$ cat src/hw/cache_pkg.sv
package cache_pkg;

    // Word address and word width
    parameter int ADDR_W = 24;
    parameter int DATA_W = 24;

    // Word offset inside a line, 16 words per line
    parameter int OFF_BITS = 4;

    typedef logic [ADDR_W-1:0] addr_t;
    typedef logic [DATA_W-1:0] data_t;

    // Backing memory opcode
    typedef enum logic {
        MEM_READ  = 1'b0,
        MEM_WRITE = 1'b1
    } mem_op_e;

    // Front request from the pipeline
    typedef struct packed {
        logic  valid;
        logic  we;
        addr_t addr;
        data_t wdata;
    } cpu_req_t;

    // Front response, one cycle after a read completes
    typedef struct packed {
        logic  valid;
        data_t rdata;
    } cpu_rsp_t;

    // Backing request, held until acknowledged
    typedef struct packed {
        logic    req;
        mem_op_e op;
        addr_t   addr;
        data_t   wdata;
    } mem_req_t;

    typedef struct packed {
        logic  ack;
        data_t rdata;
    } mem_rsp_t;

    // Data array write, only the low line and offset bits of addr are used
    typedef struct packed {
        logic  en;
        addr_t addr;
        data_t data;
    } arr_wr_t;

    typedef enum logic [1:0] {
        RF_IDLE,
        RF_DRAIN,
        RF_FILL
    } refill_state_e;

endpackage

$ cat src/hw/cache_mem_port.sv
`timescale 1ns/1ps

module cache_mem_port
    import cache_pkg::*;
(
    input  logic     clk,
    input  logic     rst,
    input  logic     store_go,
    input  cpu_req_t cpu_req,
    input  logic     fill_req,
    input  addr_t    fill_addr,
    output logic     fill_ack,
    output data_t    fill_data,
    output logic     wb_busy,
    output mem_req_t mem_req,
    input  mem_rsp_t mem_rsp
);
    // One-entry store buffer
    logic  buf_full;
    addr_t buf_addr;
    data_t buf_data;

    assign wb_busy = buf_full;

    // Buffered store wins, fills only start once it is empty
    always_comb begin
        mem_req = '0;
        if (buf_full) begin
            mem_req.req   = 1'b1;
            mem_req.op    = MEM_WRITE;
            mem_req.addr  = buf_addr;
            mem_req.wdata = buf_data;
        end else if (fill_req) begin
            mem_req.req  = 1'b1;
            mem_req.op   = MEM_READ;
            mem_req.addr = fill_addr;
        end
    end

    // Acknowledge goes to the refill side only when no store is pending
    assign fill_ack  = mem_rsp.ack && !buf_full;
    assign fill_data = mem_rsp.rdata;

    always_ff @(posedge clk or posedge rst) begin
        if (rst) begin
            buf_full <= 1'b0;
        end else if (store_go) begin
            buf_full <= 1'b1;
        end else if (mem_rsp.ack) begin
            buf_full <= 1'b0;
        end
    end

    always_ff @(posedge clk) begin
        if (store_go) begin
            buf_addr <= cpu_req.addr;
            buf_data <= cpu_req.wdata;
        end
    end

    // Request is held unchanged until the memory takes it
    a_req_stable: assert property (@(posedge clk) disable iff (rst)
        (mem_req.req && !mem_rsp.ack) |=> $stable(mem_req));

endmodule

$ cat config.mk
export PLATFORM = sky130hd
export DESIGN_NAME = cache_mem_port
export DESIGN_NICKNAME = d
export VERILOG_FILES = /design/src/hw/cache_pkg.sv /design/src/hw/cache_mem_port.sv
export SDC_FILE = /design/constraint.sdc
export NUM_CORES = 1
export LEC_CHECK = 0
export ABC_AREA = 1
export BUFFER_PORTS_ARGS = -buffer_cell sky130_fd_sc_hd__buf_2
export CAP_MARGIN = 15
export CORE_UTILIZATION = 42
export DETAILED_ROUTE_END_ITERATION = 8
export PLACE_DENSITY = 0.85
export REMOVE_ABC_BUFFERS = 1
export SLEW_MARGIN = 5
export SYNTH_ARGS = -nofsm -noshare
export SYNTH_HDL_FRONTEND = slang
export SYNTH_SLANG_ARGS = --single-unit
$ cat constraint.sdc
create_clock -name clk -period 2.3 [get_ports clk]
set_input_delay 0.23 -clock clk [delete_from_list [all_inputs] [get_ports clk]]
set_output_delay 0.23 -clock clk [all_outputs]
set_load 0.005 [all_outputs]
Word level (Yosys, flattened, before mapping)

Cells that the tools add are included.

RAM bits: 0
Register bits: 49
Input bits: 103
Memories kept: 0
Output and inout port bits: 76
Word-level logic and storage cells: 11
Memory bits (read-only): 0
Bits in latches: 0

Reductions and logical operators: 3
Shift operators: 0
$add $sub $neg: 0
Div/mod/pow operators: 0
Bitwise logic cells: 0
Muxes and demuxes: 5
Equal/unequal tests: 0
Multipliers: 0
Order comparisons: 0

Operators with widths:

| kind                | number |
|---|---|
| $mux W26            | 2 |
| $mux W24            | 1 |
| $mux W1             | 2 |
| $reduce_bool A2 Y1  | 1 |
| $logic_and A1 B1 Y1 | 1 |
| $logic_not A1 Y1    | 1 |

Depth between registers and ports, before layout

Word-level depth: 2
Gate-level depth with buffers: 5
Depth with buffers taken out: 3

Least setup slack after synthesis

Ideal clock, no wire load.

Kind: register -> output
Start: register buf_full (netlist: wb_busy)
End: output port mem_req[49] (netlist bit)
Cell stages (with the launch flop): 4
Data arrival time: 877 ps
Setup slack: 1,193 ps
Path buffers: 2
Required time: 2,070 ps
Cell sequence: dfrtp_1 -> buf_6 -> buf_6 -> or2_1

RTL lines:

| what                   | RTL line             | RTL |
|---|---|---|
| start, declared        | cache_mem_port.sv:19 | `logic buf_full;` |
| start signal, assigned | cache_mem_port.sv:46 | `buf_full <= 1'b0;` |
| start signal, assigned | cache_mem_port.sv:48 | `buf_full <= 1'b1;` |
| start signal, assigned | cache_mem_port.sv:50 | `buf_full <= 1'b0;` |
| end, declared          | cache_mem_port.sv:15 | `output mem_req_t mem_req,` |

==> results by group <==
Finish
  • Area growth, synth to finish: 28.0%
  • Final Cell Area: 2880 µm²
  • Nets: about 420
  • Layout cells sized above 1: 44.6%

Clock tree
  • Clock Tree Buf Depth: 2
  • Clock slew at reported path FFs: 90 ps
  • Clk_lat worst skew: between 200 and 300 ps
  • CTS Sinks: 49
  • CTS Buf Count: 5
  • TritonCTS clock tree: built
  • Root buffer cell: clkbuf_8
  • H-tree Lvls: 2

Yosys
  • Yosys warning count: 0
  • Sequential fraction of the synthesis area: 65.1%
  • Syn Inst Count: 211
  • Dominant synthesized flop cell: edfxtp_1
  • Async S/R FF share, synth: 2.04%
  • Netlist Area Pre-Place: 2250 µm²
  • Top cell type's share of synthesized area: 64.0%
  • Synth unique cells: 12
  • Library cell with the largest summed area after synthesis: edfxtp_1
  • Syn avg cell area: 10.7 µm²
  • Post-synth EDFFs: 48
  • Yosys reg bits: 49
  • Most frequent cell after synthesis: nand2_1
  • Most frequent cells after synthesis: 72 x nand2_1, 48 x edfxtp_1, 27 x buf_4
  • Synth area leaders: edfxtp_1 64%, nand2_1 12%, buf_4 9.0%, nand3_1 5.3%, inv_1 4.3%

Detailed routing
  • Iter 0 DRT Violations: 66
  • Total wire length: 5070 µm
  • Residual DRC count: 0
  • Vias: between 1500 and 2000
  • Pre-antenna DRT Iters: 4
  • DRT antenna net count: 0
  • Per-cell routed wire length: 13.2 µm
  • Post-DR vias/cell: 4.50

Job
  • Max Cap Viol: 0

Worst setup path
  • Slowest CP cell: dfrtp_2
  • Startpoint types: flop
  • Crit path kind: reg -> out
  • Data required time at the worst endpoint: 2070 ps
  • CP peak stage delay: 650 ps
  • Cell breakdown of the critical path: buf_4 > nand2_1 > nand2_1 > buf_2
  • Reg2reg setup slack: 1180 ps
  • Buf+Inv Stages, Crit Path: 2
  • Crit end category: output pin
  • Crit path max-delay family: flip-flops
  • Most used cell, CP: nand2_1
  • CP Max Fanout: 27
  • Crit path arrival time: 1610 ps

Power and ir drop
  • Pleak: between 1.5 and 2 nW
  • Peak VDD IR: 0.370 mV
  • P per Cell Area: 713 nW/µm²

Timing
  • Final hold vios: 0
  • Clock Skew: 0 ps
  • Fin Setup TNS: 0 ps
  • Maximum operating frequency: 542 MHz
  • Least-Margin Pin Slew: 554 ps
  • Period utilization: 80.2%
  • RSZ-0062 raised after global routing: no
  • Tmin final: 1840 ps
  • Setup Viol. Count Final: 0
  • Max-slew violations: 0
  • Slew headroom: 63.0%

Global route
  • Antenna violations before repair: 2
  • Total gr overflow: 0
  • Number of global-route vias before repair: 1495
  • Largest net degree at the start of global routing: 28
  • Total global-route track usage: between 10% and 20%
  • First-pass GRT wire length: 6710 µm

Floorplan
  • I/O pin count: 179
  • Number of core rows: 26
  • Die area: approximately 5700 µm²
  • Core Box Area: a little over 5000 µm²
  • Chip Width: 75.2 µm
  • Die H: 75.2 µm
  • Initial Util: 43.8%

Status
  • Status: finished clean

Place
  • Area of placed instances: between 2000 and 3000 µm²
  • Final HPWL DP: 3850 µm
  • Buffers added on ports: 128
  • GPL Wtd Cong: between 0.6 and 0.7

Hold path
  • HP Class: in -> reg
-- layout make-up --
class / instances / area [µm²]
well taps: 70 / 87.6
clock inverters: 3 / 65.1
repair buffers: 131 / 678
diodes: 1 / 2.50
flip-flops and latches: 49 / 1470
inverters: 27 / 104
multi-input cells: 99 / 408
clock buffers: 5 / 68.8
fillers: 481 / 2260
-- path summary, 6_finish.rpt --
path,start,endpoint,depth (start not counted)
setup / recovery,wb_busy$_DFFE_PP0P_,mem_req[28],4
hold / removal,cpu_req[40],buf_addr[16]$_DFFE_PP_,1
setup reg to reg,wb_busy$_DFFE_PP0P_,wb_busy$_DFFE_PP0P_,2
hold reg to reg,wb_busy$_DFFE_PP0P_,wb_busy$_DFFE_PP0P_,2
max in group asynchronous,rst,wb_busy$_DFFE_PP0P_,3
min in group asynchronous,rst,wb_busy$_DFFE_PP0P_,3
-- report_power, final --
| part | switching, W | internal [W] |
|---|---|---|
| Sequential | 0.0000251 | 0.00106 |
| Clock | 0.000266 | 0.000431 |
| Combinational | 0.000137 | 0.000138 |
| Total | 0.000428 | 0.00163 |
-- sequential cells by signal (all words and copies together), names as in the netlist --
| signal | cells |
|---|---|
| buf_data | 24 |
| wb_busy | 1 |
| buf_addr | 24 |
-- metal layers --
metal	track usage [%]	vias up	share of wire, %
met1	16.2	758	38
li1	-	848	-
met4	4.12	4	0.79
met5	5.56	-	0.99
met2	25.9	112	44
met3	15.8	10	16
-- placed cells by master, fill, tap and decap left out --
cell type      count
buf_2            128
nand2_1           72
edfxtp_1          48
inv_1             26
nand3_1           24
clkbuf_8           5
bufinv_16          2
diode_2            1
inv_4              1
o21bai_1           1
nor2_1             1
or2_1              1
clkinv_2           1
dlygate4sd3_1      1
buf_4              1
buf_12             1
dfrtp_2            1
-- metrics by stage --
stage | hold slack, ps | util (%) | power [W] | instances | setup WS [ps]
2_1_floorplan | -41.3 | - | 0.00119 | 175 | 536
3_3_place_gp | 63.5 | 53.2 | 0.00137 | 375 | 778
3_5_place_dp | 72.3 | 53.2 | 0.00138 | 375 | 741
4_1_cts | 87.7 | 56.0 | 0.00208 | 384 | 410
5_1_grt | 80.3 | 56.0 | 0.00216 | 384 | 317
6_report | 104 | 56.1 | 0.00205 | 385 | 455
-- cell families after synthesis --
kind of cell	count (synthesis)	synth area share [%]
AND/OR/NAND/NOR	98	17.8
AO/OA/AOI/OAI	1	0.334
buffers and inverters	63	16.7
flip-flops	49	65.1
-- what timing repair did --
item,4_1_cts,5_1_grt
gates resized for setup,0,0
hold buffers,1,0
endpoints found under the hold margin,1,0
setup buffers,0,0
(Power assumes the default switching activity.)
