$ cat config.mk
export PLATFORM = sky130hd
export DESIGN_NAME = cache_tag_store
export DESIGN_NICKNAME = d
export VERILOG_FILES = /design/src/hw/cache_pkg.sv /design/src/hw/cache_tag_store.sv
export SDC_FILE = /design/constraint.sdc
export NUM_CORES = 1
export LEC_CHECK = 0
export ABC_AREA = 1
export BUFFER_PORTS_ARGS = -buffer_cell sky130_fd_sc_hd__buf_2
export CORE_ASPECT_RATIO = 0.9
export CORE_MARGIN = 2
export CORE_UTILIZATION = 61
export DETAILED_ROUTE_END_ITERATION = 8
export HOLD_SLACK_MARGIN = 0.05
export PLACE_DENSITY = 0.81
export SLEW_MARGIN = 20
export SYNTH_ARGS = -nofsm -noshare
export SYNTH_HDL_FRONTEND = slang
export SYNTH_SLANG_ARGS = --single-unit
$ cat constraint.sdc
create_clock -name clk -period 1.59 [get_ports clk]
set_input_delay 0.0795 -clock clk [delete_from_list [all_inputs] [get_ports clk]]
set_output_delay 0.0795 -clock clk [all_outputs]
set_load 0.01 [all_outputs]
$ cat src/hw/cache_pkg.sv
package cache_pkg;

    // Word address and word width
    parameter int ADDR_W = 24;
    parameter int DATA_W = 24;

    // Word offset inside a line, 16 words per line
    parameter int OFF_BITS = 4;

    typedef logic [ADDR_W-1:0] addr_t;
    typedef logic [DATA_W-1:0] data_t;

    // Backing memory opcode
    typedef enum logic {
        MEM_READ  = 1'b0,
        MEM_WRITE = 1'b1
    } mem_op_e;

    // Front request from the pipeline
    typedef struct packed {
        logic  valid;
        logic  we;
        addr_t addr;
        data_t wdata;
    } cpu_req_t;

    // Front response, one cycle after a read completes
    typedef struct packed {
        logic  valid;
        data_t rdata;
    } cpu_rsp_t;

    // Backing request, held until acknowledged
    typedef struct packed {
        logic    req;
        mem_op_e op;
        addr_t   addr;
        data_t   wdata;
    } mem_req_t;

    typedef struct packed {
        logic  ack;
        data_t rdata;
    } mem_rsp_t;

    // Data array write, only the low line and offset bits of addr are used
    typedef struct packed {
        logic  en;
        addr_t addr;
        data_t data;
    } arr_wr_t;

    typedef enum logic [1:0] {
        RF_IDLE,
        RF_DRAIN,
        RF_FILL
    } refill_state_e;

endpackage

$ cat src/hw/cache_tag_store.sv
`timescale 1ns/1ps

module cache_tag_store
    import cache_pkg::*;
#(
    parameter int IDX_BITS = 4
) (
    input  logic  clk,
    input  logic  rst,
    input  addr_t addr,
    output logic  hit,
    input  logic  tag_set,
    input  addr_t set_addr
);
    localparam int TAG_BITS = ADDR_W - OFF_BITS - IDX_BITS;
    localparam int LINES = 1 << IDX_BITS;

    // One valid bit and one tag per line
    logic [LINES-1:0]    valid;
    logic [TAG_BITS-1:0] tags [LINES];

    // Front address split
    logic [IDX_BITS-1:0] idx;
    logic [TAG_BITS-1:0] tag;

    // Refill address split
    logic [IDX_BITS-1:0] set_idx;
    logic [TAG_BITS-1:0] set_tag;

    assign idx     = addr[OFF_BITS +: IDX_BITS];
    assign tag     = addr[ADDR_W-1 -: TAG_BITS];
    assign set_idx = set_addr[OFF_BITS +: IDX_BITS];
    assign set_tag = set_addr[ADDR_W-1 -: TAG_BITS];

    // Combinational hit for the front address
    assign hit = valid[idx] && (tags[idx] == tag);

    always_ff @(posedge clk or posedge rst) begin
        if (rst) begin
            valid <= '0;
        end else if (tag_set) begin
            valid[set_idx] <= 1'b1;
        end
    end

    // Tag written together with the valid bit at the last refill beat
    always_ff @(posedge clk) begin
        if (tag_set) begin
            tags[set_idx] <= set_tag;
        end
    end

    // Refills start only from a read miss, so the line never holds this tag yet
    a_no_redundant_fill: assert property (@(posedge clk) disable iff (rst)
        tag_set |-> !(valid[set_idx] && (tags[set_idx] == set_tag)));

endmodule

# --- Word-level counts from Yosys, hierarchy flattened ---
# Memories as Yosys holds them, arrays and structs flattened.
# Cells that the tools add are included.
word_totals:
  reg_bits: 16
  in_bits: 51
  word_cells: 15
  mem_count: 1
  mem_bits_rw: 256
  out_inout_bits: 1
memory_table:
  columns: ["memory", "depth", "width", "read_ports", "rd_ports_with_merged_regs", "write_ports", "line_no", "rtl"]
  rows:
  - ["tags", 16, 16, 1, 0, 1, "cache_tag_store.sv:20", "logic [TAG_BITS-1:0] tags [LINES];"]
op_classes:
  order_cmp: 3
  n_reduce_logical: 2
  muxes: 6
  eq_ne: 1
  n_bitwise: 1
op_table:
  columns: ["operator", "count"]
  rows:
  - ["== test 16 bit", 1]
  - ["bitwise OR 16 bit", 1]
  - ["less-than comparator 4 x 5 -> 1 bit (second input constant)", 2]
  - ["binary-select mux 1 bit (select 4 bit)", 1]
  - ["demux 1 bit (select 4 bit)", 1]
  - ["greater-or-equal comparator 4 x 1 -> 1 bit (second input constant)", 1]
  - ["2-to-1 mux 1 bit", 4]
  - ["logical AND 1 bit", 2]

# --- Logic depth before layout (Yosys ltp) ---
logic_depth:
  depth_word: 5
  depth_mapped: 15
  mapped_depth_nobuf: 14

# --- Least setup slack after synthesis ---
# No wires, ideal clock.
synth_timing:
  path_kind: "input -> register"
  start: "input set_addr[7]"
  end: "memory tags[0][0] (netlist name), enable pin"
  path_slack_ns: -0.283
  t_required_ns: 1.179
  t_arrival_ns: 1.462
  n_path_buf: 0
  path_stages: 3
  setup_time_ns: 0.411
  cell_sequence: "inv_1 nand3_1 nor3_1"
synth_lines:
  columns: ["item", "line_no", "rtl"]
  rows:
  - ["start, declared", "cache_tag_store.sv:13", "input addr_t set_addr"]
  - ["end, declared", "cache_tag_store.sv:20", null]
# No word-level cell before the write port.

# --- Worst setup path after layout ---
layout_timing:
  start: "memory tags[5][15] (netlist name)"
  end: "output hit"
layout_between:
  elab_chain_len: 3
layout_rtl:
  columns: ["item", "line_no", "rtl"]
  rows:
  - ["memory (16 x 16 bit)", null, null]
  - ["== test 16 bit", "cache_tag_store.sv:36", "assign hit = valid[idx] && (tags[idx] == tag);"]
  - ["logical AND 1 bit", "cache_tag_store.sv:36", null]
  - ["end, declared", "cache_tag_store.sv:11", "output logic hit,"]
# Every way passes these cells.

==> flow_metrics.env <==
export IMPL_status="finished, violations left"
export IMPL_violations="negative setup slack"
export IMPL_layout_drive_gt1_share=0.1844
export IMPL_ys_warn_count=0
export IMPL_cp_slowest_stage_delay_ps=390
export IMPL_cts_buffers=27
export IMPL_rsz0062_at_grt="yes"
export IMPL_synth_top_family_by_area="simple AND/OR/NAND/NOR gates"
export IMPL_worstPathCellList="nor2_2 -> nor2_1 -> o21ai_1 -> o211ai_1 -> nand3_1 -> nand2_1 -> nand2_1 -> nand2_2 -> nor2_4 -> nand3_2 -> nor2_2 -> buf_2"
export IMPL_die_area_sq_um=20010
export IMPL_io_pins=52
export IMPL_synth_area_top_cells="edfxtp_1, nand2_1, nand3_1"
export IMPL_cts_root_buf="clkbuf_16"
export IMPL_synth_mux_area_frac=0
export IMPL_synth_nets=1120
export IMPL_finalCriticalPeriod_ps=2211
export IMPL_end_kind="output pin"
export IMPL_worst_slack_ps=-621.3
export IMPL_yosysTopAreaCell="edfxtp_1"
export IMPL_antenna_found_initial=0
export IMPL_drt_iter0_drc=895
export IMPL_layout_common_cells="edfxtp_1, nand2_1, inv_1"
export IMPL_vias=8462
export IMPL_finalNetCount=1240
export IMPL_postSynthAreaPerCell_sq_um=10.78
export IMPL_netlist_cell_type_count=19
export IMPL_grt_util_all_layers=0.2926
export IMPL_preCtsSetupSlack_ps=-351.9
export IMPL_dieWidth_um=148.9
export IMPL_drtPass1Iterations=5
export IMPL_startpoint_type="register"
export IMPL_synth_seq_cells=272
export IMPL_synthAdderAreaFrac=0
export IMPL_io_buffer_count=43
export IMPL_core_sq_um=18470
export IMPL_syn_cell_area_sq_um=11530
export IMPL_synth_edf_count=256
export IMPL_fillers=1172
export IMPL_async_reset_ff_frac=0.05882
export IMPL_avgRoutedWirePerCell_um=19.85
export IMPL_worst_slew_pin_slew_ps=666.2
export IMPL_synth_top_area_frac=0.6670
export IMPL_grt_pass1_vias=8228
export IMPL_cts_num_sinks=272
export IMPL_path_clk_slew_ps=60
export IMPL_power_leakage_nw=5.607
export IMPL_vdd_drop_max_mv=0.9716
export IMPL_synth_ff_type="edfxtp_1"
export IMPL_die_y_um=134.4
export IMPL_hold_viol=0
export IMPL_std_cell_rows=47
export IMPL_setup_violations_final=1
export IMPL_start_util=0.6242
export IMPL_critPathSlowestCell="edfxtp_1"
export IMPL_clockBufferDepth=3
export IMPL_ys_seq_area_frac=0.7017
export IMPL_layout_commonest_cell="edfxtp_1"
export IMPL_clock_fmax_ghz=0.4522
export IMPL_powerDensity_nw_per_um2=1115
export IMPL_ant_nets=0
export IMPL_antenna_cells=0
export IMPL_hp_class="primary input to register"
export IMPL_synth_xor_area_share=0
export IMPL_grt_pass1_wl_um=44240
export IMPL_worstPathRequired_ps=1510
export IMPL_grt_overflow_total=0
export IMPL_htreeDepth=1
export IMPL_gp_congestion=0.8816
export IMPL_maxCapViolations=0
export IMPL_clock_latency_ps=530
export IMPL_routed_via_density=5.820
export IMPL_multiInputGateArea_sq_um=2959
export IMPL_crit_fanout=2
export IMPL_cts_tree="done"
export IMPL_crit_type="register to output pin"
export IMPL_seqCellArea_sq_um=8088
export IMPL_relSlewSlack=0.5554
export IMPL_synth_simple_area_share=0.1847
export IMPL_synth_compound_area_frac=0.05384
export IMPL_drc=0
export IMPL_synth_cells=1069
export IMPL_grt_max_degree=36
export IMPL_worstPathArrival_ps=2130
export IMPL_totalWireLength_um=28860
export IMPL_timing_final_crit_share=1.391
export IMPL_slew_violations=0
export IMPL_stdcell_area_sq_um=13960
export IMPL_syn_to_final_growth_pct=21.12
export IMPL_dp_hpwl_um=17400
export IMPL_dpl_cell_area_sq_um=12740
export IMPL_fin_skew_ps=0
[logic make-up (layout without fill, tap and decap cells)]
| family | after synthesis | in the layout |
|---|---|---|
| DFF | 272 | 272 |
| buffers and inverters | 173 | 313 |
| and+or+nand+nor | 515 | 515 |
| AOI/OAI and AO/OA | 109 | 109 |
[stage by stage]
step	hold WS, ps	total power [mW]	cells	utilization	TNS [ps]
4_1_cts	79.95	15.50	1454	0.7492	-669.9
3_5_place_dp	188.1	9.401	1384	0.6900	-351.9
6_report	93.65	15.57	1454	0.7561	-621.3
2_1_floorplan	-6.761	8.835	1069	-	0
3_3_place_gp	189.1	9.356	1384	0.6900	-313.6
5_1_grt	105.9	16.00	1454	0.7561	-742.6
[layer usage]
metal,wire length (um),GRT usage
met1,11090,0.3990
met2,13900,0.4788
met3,2707,0.04830
met4,1158,0.1132
met5,0,0
[state kept, by name, summed over array words and instances, names as in the netlist]
signal	count
tags	256
valid	16
[worst max-delay path, delay by kind of cell (launching register included)]
family                 cells  cell delay, ps
AO/OA/AOI/OAI              2             190
AND/OR/NAND/NOR            9             880
buffers and inverters      1             150
flip-flops                 1             390
[cell usage after synthesis (7+ instances only)]
master and instances:
a21oi_1 8, buf_2 29, clkbuf_1 19, dfrtp_1 16, edfxtp_1 256, inv_1 115, nand2_1 260, nand3_1 135
nor2_1 110, o211ai_1 30, o21ai_0 61, o21ai_1 10, or2_2 7
[worst paths after layout]
check | depth (start not counted) | slack [ps] | end | start
setup / recovery | 12 | -620 | hit | tags[5][15]$_DFFE_PP_
hold / removal | 3 | 90 | valid[15]$_DFFE_PP0P_ | set_addr[6]
setup reg to reg | 1 | 790 | valid[2]$_DFFE_PP0P_ | valid[2]$_DFFE_PP0P_
hold reg to reg | 2 | 460 | valid[3]$_DFFE_PP0P_ | valid[3]$_DFFE_PP0P_
max in group asynchronous | 3 | 960 | valid[12]$_DFFE_PP0P_ | rst
min in group asynchronous | 3 | 200 | valid[13]$_DFFE_PP0P_ | rst
[report_power, final]
group | switching [mW] | internal, mW
clock | 2.59 | 3.59
sequential | 0.0488 | 8.00
combinational | 0.834 | 0.497
total | 3.47 | 12.1
[layout make-up]
| type | instances | share of cell area |
|---|---|---|
| Multi-Input combinational cell | 624 | 0.2120 |
| Clock buffer | 34 | 0.05028 |
| Inverter | 119 | 0.03208 |
| Sequential cell | 272 | 0.5793 |
| Timing Repair Buffer | 145 | 0.09392 |
| Clock inverter | 15 | 0.01049 |
| Tap cell | 245 | 0.02196 |
[what timing repair did]
item / in CTS / in global routing
hold buffers: 21 / 0
endpoints found under the hold margin: 275 / 0
endpoints found under the setup margin: 1 / 1
gates resized for setup: 9 / 36
buffers inserted: 0 / 0
pin swaps: 4 / 20
Power figures use the tool's default switching activity.
