## src/hw/cache_pkg.sv

```systemverilog
package cache_pkg;

    // Word address and word width
    parameter int ADDR_W = 24;
    parameter int DATA_W = 24;

    // Word offset inside a line, 16 words per line
    parameter int OFF_BITS = 4;

    typedef logic [ADDR_W-1:0] addr_t;
    typedef logic [DATA_W-1:0] data_t;

    // Backing memory opcode
    typedef enum logic {
        MEM_READ  = 1'b0,
        MEM_WRITE = 1'b1
    } mem_op_e;

    // Front request from the pipeline
    typedef struct packed {
        logic  valid;
        logic  we;
        addr_t addr;
        data_t wdata;
    } cpu_req_t;

    // Front response, one cycle after a read completes
    typedef struct packed {
        logic  valid;
        data_t rdata;
    } cpu_rsp_t;

    // Backing request, held until acknowledged
    typedef struct packed {
        logic    req;
        mem_op_e op;
        addr_t   addr;
        data_t   wdata;
    } mem_req_t;

    typedef struct packed {
        logic  ack;
        data_t rdata;
    } mem_rsp_t;

    // Data array write, only the low line and offset bits of addr are used
    typedef struct packed {
        logic  en;
        addr_t addr;
        data_t data;
    } arr_wr_t;

    typedef enum logic [1:0] {
        RF_IDLE,
        RF_DRAIN,
        RF_FILL
    } refill_state_e;

endpackage

```

## src/hw/cache_refill_ctrl.sv

```systemverilog
`timescale 1ns/1ps

module cache_refill_ctrl
    import cache_pkg::*;
(
    input  logic     clk,
    input  logic     rst,
    input  cpu_req_t cpu_req,
    input  logic     hit,
    input  logic     wb_busy,
    input  logic     fill_ack,
    input  data_t    fill_data,
    output logic     stall,
    output logic     rd_en,
    output arr_wr_t  arr_wr,
    output logic     tag_set,
    output addr_t    set_addr,
    output logic     fill_req,
    output addr_t    fill_addr,
    output logic     store_go
);
    refill_state_e state;
    refill_state_e state_nxt;

    // Current refill beat and the line being refilled
    logic [OFF_BITS-1:0]        beat_cnt;
    logic [ADDR_W-OFF_BITS-1:0] line_base;

    logic rd_miss;
    logic store_hit;
    logic beat_done;
    logic last_beat;

    assign rd_miss = cpu_req.valid && !cpu_req.we && !hit;

    // Request cannot complete during refill/drain, on a read miss,
    // or for a store while the buffer still holds the previous one
    assign stall = cpu_req.valid &&
                   ((state != RF_IDLE) || rd_miss || (cpu_req.we && wb_busy));

    assign rd_en     = cpu_req.valid && !cpu_req.we && !stall;
    assign store_go  = cpu_req.valid && cpu_req.we && !stall;
    assign store_hit = store_go && hit;

    // Beats are fetched in order from the line base
    assign fill_req  = (state == RF_FILL);
    assign fill_addr = {line_base, beat_cnt};
    assign beat_done = fill_req && fill_ack;
    assign last_beat = beat_done && (beat_cnt == {OFF_BITS{1'b1}});

    // Line becomes valid with the sixteenth beat
    assign tag_set  = last_beat;
    assign set_addr = {line_base, {OFF_BITS{1'b0}}};

    // Array write select
    // Refill beats and store hits never coincide, stores only complete in RF_IDLE
    always_comb begin
        arr_wr = '0;
        if (beat_done) begin
            arr_wr.en   = 1'b1;
            arr_wr.addr = fill_addr;
            arr_wr.data = fill_data;
        end else if (store_hit) begin
            arr_wr.en   = 1'b1;
            arr_wr.addr = cpu_req.addr;
            arr_wr.data = cpu_req.wdata;
        end
    end

    always_comb begin
        state_nxt = state;
        case (state)
            RF_IDLE: begin
                if (rd_miss) begin
                    state_nxt = RF_DRAIN;
                end
            end
            // Wait for a pending write-through to reach memory first
            RF_DRAIN: begin
                if (!wb_busy) begin
                    state_nxt = RF_FILL;
                end
            end
            RF_FILL: begin
                if (last_beat) begin
                    state_nxt = RF_IDLE;
                end
            end
            default: begin
                state_nxt = RF_IDLE;
            end
        endcase
    end

    always_ff @(posedge clk or posedge rst) begin
        if (rst) begin
            state    <= RF_IDLE;
            beat_cnt <= '0;
        end else begin
            state <= state_nxt;
            // Wraps back to zero after the last beat
            if (beat_done) begin
                beat_cnt <= beat_cnt + 1'b1;
            end
        end
    end

    // Line address captured when the miss is seen
    always_ff @(posedge clk) begin
        if ((state == RF_IDLE) && rd_miss) begin
            line_base <= cpu_req.addr[ADDR_W-1:OFF_BITS];
        end
    end

    // Memory port only returns refill acknowledges while a refill is running
    a_no_ack_idle: assert property (@(posedge clk) disable iff (rst)
        fill_ack |-> (state != RF_IDLE));

endmodule

```

## config.mk

```make
export PLATFORM = sky130hd
export DESIGN_NAME = cache_refill_ctrl
export DESIGN_NICKNAME = d
export VERILOG_FILES = /design/src/hw/cache_pkg.sv /design/src/hw/cache_refill_ctrl.sv
export SDC_FILE = /design/constraint.sdc
export NUM_CORES = 1
export LEC_CHECK = 0
export ABC_CLOCK_PERIOD_IN_PS = 2300
export BUFFER_PORTS_ARGS = -buffer_cell sky130_fd_sc_hd__clkbuf_2
export CAP_MARGIN = 30
export CORE_ASPECT_RATIO = 1.5
export CORE_MARGIN = 2
export CORE_UTILIZATION = 31
export CTS_CLUSTER_DIAMETER = 120
export CTS_CLUSTER_SIZE = 20
export DETAILED_ROUTE_END_ITERATION = 8
export PLACE_DENSITY = 0.84
export SYNTH_ARGS = -nofsm -noshare
export SYNTH_HDL_FRONTEND = slang
export SYNTH_SLANG_ARGS = --single-unit
```

## constraint.sdc

```tcl
create_clock -name clk -period 2.3 [get_ports clk]
set_clock_uncertainty 0.05 [all_clocks]
set_input_delay 0.115 -clock clk [delete_from_list [all_inputs] [get_ports clk]]
set_output_delay 0.115 -clock clk [all_outputs]
set_load 0.05 [all_outputs]
```

## Word-level counts from Yosys, hierarchy flattened

Index checks and enable logic that the tools add are counted.

| storage, ports and cells | value |
|---|---|
| register bits after elaboration | 26 |
| output and inout port bits | 102 |
| logic and storage cells | 35 |
| input port bits | 79 |

| cells by class | value |
|---|---|
| add/sub/neg operators | 1 |
| reduce and logical (&&, ||, !) cells | 19 |
| muxes and demuxes | 6 |
| eq/ne operators | 6 |

Operators by type and width:

| kind | number |
|---|---|
| 2-to-1 mux 49 bit | 2 |
| logical AND 1 bit | 11 |
| 2-to-1 mux 2 bit | 3 |
| inequality test 2 bit (second input constant) | 3 |
| one-hot mux 2 bit (3 select lines) | 1 |
| adder 4 x 1 -> 4 bit (second input constant) | 1 |
| equality test 4 bit (second input constant) | 1 |
| logical NOT 1 bit | 3 |
| AND reduction 3 bit | 1 |
| equality test 2 x 1 -> 1 bit (second input constant) | 1 |
| equality test 2 bit (second input constant) | 1 |
| logical NOT 2 bit | 1 |
| logical OR 1 bit | 2 |
| nonzero test 2 bit | 1 |

## Logic depth before layout (Yosys ltp)

Gate-level depths: netlist (run 1).

| logic depth | value |
|---|---|
| depth after elaboration | 11 |
| gate-level depth with buffers | 6 |
| mapped depth without buffers | 4 |

## Worst setup path after synthesis (run 1)

OpenSTA, ideal clock, no wires.

| path | value |
|---|---|
| path kind | flip-flop to flip-flop |
| start point | register state[1] |
| end point | register line_base[0], enable pin |
| required time | 1.828 ns |
| path buffers | 0 |
| library setup time | 0.422 ns |
| period minus slack after synthesis | 2.481 ns |
| setup slack | -0.181 ns |
| cell stages (with the launch flop) | 4 |
| arrival | 2.009 ns |
| path through | dfrtp_1 > nor2_1 > nand2_1 > nor3_1 |

| on the way | value |
|---|---|
| cells in the longest elaborated chain, start to end | 2 |

Ends and longest elaborated chain:

| what | line | source |
|---|---|---|
| from (decl) | cache_refill_ctrl.sv:22 | `refill_state_e state;` |
| from (signal assigned) | cache_refill_ctrl.sv:100 | `state <= state_nxt;` |
| logical NOT 2 bit | cache_refill_ctrl.sv:110 | `if ((state == RF_IDLE) && rd_miss) begin` |
| logical AND 1 bit | cache_refill_ctrl.sv:110 |  |
| to (signal assigned) | cache_refill_ctrl.sv:111 | `line_base <= cpu_req.addr[ADDR_W-1:OFF_BITS];` |
| to (decl) | cache_refill_ctrl.sv:27 | `logic [ADDR_W-OFF_BITS-1:0] line_base;` |

Every way passes these cells.
A chain may end at the register's enable or synchronous reset.

==> flow_summary.yaml, run 1 <==
detailed_routing:
  routedWlPerCell_um: 13.67
  drtPass1Iterations: 4
  drcViolationCount: 0
  routed-via-count: 1840
  via_per_inst: 4.817
  drt_iter0_drc: 29
  ant_nets: 0
  totalWireLength_um: 5223
global_routing:
  grt_use_total_pct: 15.48
  grt.busiest_layer: "met2"
  grt_max_degree: 40
  antenna_found_initial: 0
  grt_pass1_vias: 1664
  use_met3_pct: 1.444
  use_met1_pct: 15.52
  grt_util_met2_pct: 31.93
  grt-ovfl-total: 0
  grt_pass1_wl_um: 7355
floorplanning:
  core_area_um2: 5125
  die_x_um: 63.58
  io_pins: 181
  start_util_pct: 32.20
  die_area_um2: 5935
  rows: 32
  dieHeight_um: 93.36
timing:
  period_needed_ps: 2146
  hold_viol_final: 0
  fin_crit_sh_pct: 93.32
  max_freq_mhz: 465.9
  drv_slew: 0
  setup_tns_ps: 0
  setup-violations-final: 0
  rsz0062_at_grt: "false"
  fin_ws_ps: 153.7
logic_synthesis:
  yosys.cell_types.count: 29
  synth.yosys.seq_area_share_pct: 45.49
  synth_edf_count: 20
  async_flop_share_pct: 23.08
  yosys_warnings: 0
  synthTopCellsByArea: "edfxtp_1, a22o_1, buf_4"
  synth_top_cell_by_area: "edfxtp_1"
  synth_cells: 141
  synth_flop_cell: "edfxtp_1"
  syn_avg_cell_area_um2: 11.70
  yosysMostFrequentCell: "a22o_1"
  ys_ff_latch: 26
  syn-cell-area_um2: 1650
  ys_top_cells_by_count: "a22o_1, buf_4, edfxtp_1, buf_2, dfrtp_1"
  synth_top_area_share_pct: 36.39
clock_tree:
  tritoncts.num_buffers: 3
  cts.path.max_buffers: 2
  htreeDepth: 1
  clk_pin_slew_ps: 90
  cts_root_buffer: "clkbuf_8"
  cts_tree: "built"
  clock-sinks: 26
  insertion_delay_ps: 270
outcome:
  status: "completed"
power:
  power_w: 0.002425
  total_leakage_power_nw: 1.411
  power-per-cell-area_nw_per_um2: 910.5
  vdd_drop_max_mv: 0.7416
critical_path:
  path_class: "reg -> out"
  path_max_fanout: 34
  worstSetupStartpointType: "flop"
  arrival_ps: 1980
  endpoint_kind: "output pin"
  crit_required_ps: 2130
final_layout:
  fin_cells: 382
  nets: 395
  drive_above_1_share_pct: 60.51
  antenna_cells: 0
  area_growth_pct: 61.41
  final_area_um2: 2664
worst_hold_path:
  hp-class: "in -> reg"
placement:
  dpl.hpwl_um: 3954
  gp_congestion: 0.7835
  placedCellCount: 357
  post_dp_cell_area_um2: 2399
  port_buffers: 176
  dp_slack_ps: 455.4
run:
  maxCapViolCount: 0
report_power, final:
part | total, W | internal, W | leakage, nW | switching [W]
logic | 0.00147 | 0.000387 | 1.12 | 0.00108
registers | 0.000666 | 0.000579 | 0.257 | 0.0000870
clock network | 0.000289 | 0.000153 | 0.0288 | 0.000136
total | 0.00243 | 0.00112 | 1.41 | 0.00131
layout make-up:
type	instances	area, um2
clock buffers	4	55.05
fillers	494	2461
inverters	1	3.754
multi-input cells	81	640.6
flip-flops and latches	26	750.7
well taps	68	85.08
repair buffers	202	1129
layer usage:
layer	wire, um	part of all wire (%)	vias up
met5	0	0	-
met4	89	1.7	0
met3	361	6.9	8
met2	2976	57	109
met1	1795	34	853
li1	-	-	870
repair_timing:
action	CTS	global route
endpoints found under the hold margin	26	0
resized for setup	0	0
hold buffers	21	0
setup buffers	0	0
cells in the final DEF (no fill, tap or decap), types with 2 or more instances in the layout:
cell type,synthesis,routed
buf_4,27,5
conb_1,1,4
nand4_1,2,2
a21oi_1,2,2
nor2_1,4,4
edfxtp_1,20,20
clkbuf_8,0,4
xnor2_1,2,2
nand2_1,4,4
dfrtp_1,6,6
dlygate4sd3_1,0,21
a22o_1,48,48
clkbuf_2,0,176
path summary, 6_finish.rpt:
path / from / to / slack, ps / depth (start not counted)
worst min-delay path: wb_busy / state[0] / 120 / 3
min in group asynchronous: rst / state[0] / 240 / 3
worst min register to register: state[1] / state[0] / 490 / 1
worst max register to register: state[0] / beat_cnt[1] / 670 / 3
max in group asynchronous: rst / beat_cnt[1] / 1750 / 3
worst max-delay path: state[1] / arr_wr[3] / 150 / 5
registers in the layout, summed over array words and instances, names as in the netlist:
register,cells
state,2
beat_cnt,4
line_base,20
cell families (layout without fill, tap and decap cells):
logic type,count (synthesis),count (layout),share of synthesized area [%]
AOI/OAI and AO/OA,52,52,26.84
xor gates and xnor gates,3,3,1.592
muxes,1,1,0.6823
DFF,26,26,45.49
other,1,4,0.2272
and+or+nand+nor,20,20,7.582
buffers and inverters,37,207,16.83
adders and majority gates,1,1,0.7580
through the flow:
stage | utilization, % | hold slack [ps]
after floorplan | - | -144.0
after global placement | 46.80 | -29.76
after detailed placement | 46.80 | -25.81
after CTS | 51.98 | 110.5
after global routing | 51.98 | 122.2
final | 51.98 | 117.0
critical path: stages, from the launching register on:
cell      delay (ps)
dfrtp_1          440
nor3b_2          220
and4b_2          250
buf_4            320
a22o_1           190
clkbuf_2         280
Note: power is estimated with default switching activity, not from simulation.
==> run 2: changes to the inputs <==
--- a/config.mk
+++ b/config.mk
@@ -8,13 +8,16 @@
 export ABC_CLOCK_PERIOD_IN_PS = 2300
 export BUFFER_PORTS_ARGS = -buffer_cell sky130_fd_sc_hd__clkbuf_2
 export CAP_MARGIN = 30
+export CELL_PAD_IN_SITES_DETAIL_PLACEMENT = 1
+export CELL_PAD_IN_SITES_GLOBAL_PLACEMENT = 2
 export CORE_ASPECT_RATIO = 1.5
 export CORE_MARGIN = 2
-export CORE_UTILIZATION = 31
+export CORE_UTILIZATION = 16
 export CTS_CLUSTER_DIAMETER = 120
 export CTS_CLUSTER_SIZE = 20
 export DETAILED_ROUTE_END_ITERATION = 8
-export PLACE_DENSITY = 0.84
+export PLACE_DENSITY = 0.85
+export SETUP_SLACK_MARGIN = 0.3
 export SYNTH_ARGS = -nofsm -noshare
 export SYNTH_HDL_FRONTEND = slang
 export SYNTH_SLANG_ARGS = --single-unit
==> run 2 against run 1 <==
Against the previous run: clock power grew 33%; first-iteration DRC count grew 14%; design area grew 11%; fmax grew 8.6%; highest routed layer unchanged; flip-flop and latch count is the same; power grew 11%; clock-buffer cell count shrank 1.
==> flow_summary.yaml, run 2 (synthesized netlist as in run 1, its figures left out) <==
final_layout:
  multi_input_area_um2: 649.4
  nets: 392
  num-fill-cells: 1177
  drive_above_1_share_pct: 61.41
  final_common_cell: "clkbuf_2"
  area_growth_pct: 78.39
  final_cell_mix: "clkbuf_2, a22o_1, buf_4"
  fin_cells: 428
  seq_area_um2: 752.0
  top_register: "line_base"
  final_area_um2: 2944
  largest_registers: "line_base: 20 flops, beat_cnt: 4 flops, state: 2 flops"
  antenna_cells: 0
  largest_register_ffs: 20
placement:
  port_buffers: 176
  post_dp_cell_area_um2: 2476
  gp_congestion: 0.6987
  dpl.hpwl_um: 4775
  dp_slack_ps: 356.8
  placedCellCount: 404
critical_path:
  arrival_ps: 1810
  reg2reg_from: "state[1]"
  worstReg2RegEnd: "line_base[13]"
  path_max_fanout: 19
  r2r_cells: 4
  endpoint_kind: "output pin"
  crit_required_ps: 2130
  worstSetupStartpointType: "flop"
  path_class: "reg -> out"
  rrSetupSlack_ps: 770
timing:
  rsz0062_at_grt: "true"
  hold_viol_final: 0
  period_needed_ps: 1976
  fin_crit_sh_pct: 85.92
  drv_slew: 0
  max_freq_mhz: 506.0
  setup_tns_ps: 0
  fin_ws_ps: 323.9
  setup-violations-final: 0
floorplanning:
  io_pins: 181
  core_area_um2: 10080
  dieHeight_um: 128.4
  rows: 45
  die_area_um2: 11160
  start_util_pct: 16.37
  die_x_um: 86.93
power:
  p_switching_w: 0.001362
  power_w: 0.002683
  vdd_drop_max_mv: 0.2213
  pwr-share-comb_pct: 60.6
  total_leakage_power_nw: 1.468
  clkPwrFrac_pct: 14.3
  sw_frac_of_total_pct: 50.76
  power-per-cell-area_nw_per_um2: 911.3
  internal_power_w: 0.001321
  seq_power_share_pct: 25.1
clock_tree:
  clk_pin_slew_ps: 60
  insertion_delay_ps: 260
  cts_root_buffer: "clkbuf_16"
  htreeDepth: 1
  clock-sinks: 26
  cts_tree: "built"
  cts.path.max_buffers: 2
  tritoncts.num_buffers: 3
outcome:
  status: "completed"
global_routing:
  grt_pass1_vias: 1835
  grt_use_total_pct: 9.900
  grt_max_degree: 55
  grt_pass1_wl_um: 8790
  antenna_found_initial: 0
  grt-ovfl-total: 0
detailed_routing:
  drtPass1Iterations: 4
  drt_iter0_drc: 33
  ant_nets: 0
  routedWlPerCell_um: 15.04
  via_per_inst: 4.257
  routed-via-count: 1822
  drcViolationCount: 0
  totalWireLength_um: 6436
worst_hold_path:
  hold_start: "cpu_req[42]"
  hp-class: "in -> reg"
  hold_path_depth: 1
  min_to: "line_base[14]"
run:
  maxCapViolCount: 0
[run 2: cell types whose count changed in the layout (fill, tap and decap cells not counted), sizes merged]
cell         change
dlygate4sd3      -4
clkinv           +1
buf             +47
clkbuf          -47
[run 2: layer usage]
layer  up-vias  global-route usage, %  part of all wire, %
li1        862                      -                    -
met1       835                  9.120                   33
met2       116                  20.61                   58
met3         9                  1.283                  7.3
met4         0                  4.136                  1.4
met5         -                      0                    0
[run 2: worst max-delay path by stage]
stage / start / to / slack [ps]
3_3_place_gp: state[1] / arr_wr[3] / 400
3_5_place_dp: state[1] / arr_wr[38] / 360
5_1_grt: state[0] / arr_wr[40] / 240
4_1_cts: state[1] / arr_wr[38] / 310
2_1_floorplan: state[1] / store_go / 360
6_report: state[0] / arr_wr[40] / 320
[run 2: repair_timing]
item	in CTS	in global routing
gates resized for setup	39	84
gates cloned	0	1
endpoints found under the hold margin	21	1
setup endpoints to repair	39	50
pin swaps	0	2
hold buffers	16	1
buffers inserted	1	1
[run 2: area by class of cell]
cell class	count	area share (%)
clock buffer	3	2.550
clock inverter	1	0.1275
inverter	1	0.1275
multi-input combinational	81	22.06
sequential	26	25.54
tap	117	4.972
timing repair buffer	199	44.62
[run 2: through the flow]
stage                     hold slack [ps]  utilization (%)
after detailed placement           -6.097            24.57
after CTS                           1.977            27.98
after floorplan                    -144.0                -
final                               2.708            29.21
after global routing               0.1648            29.21
after global placement             -8.983            24.57
[run 2: worst max-delay path, cell delays in order (launching register included)]
cell       delay, ps
dfrtp_2          440
nor3b_2          220
and4b_4          330
clkbuf_16        200
a22o_1           150
buf_4            200
[run 2: power by group through the flow]
stage | clock network (W) | registers [W] | logic [W]
2_1_floorplan | 0 | 0.000842 | 0.000970
3_3_place_gp | 0 | 0.000675 | 0.00146
3_5_place_dp | 0 | 0.000687 | 0.00148
4_1_cts | 0.000397 | 0.000676 | 0.00156
5_1_grt | 0.000415 | 0.000689 | 0.00170
6_report | 0.000385 | 0.000673 | 0.00163
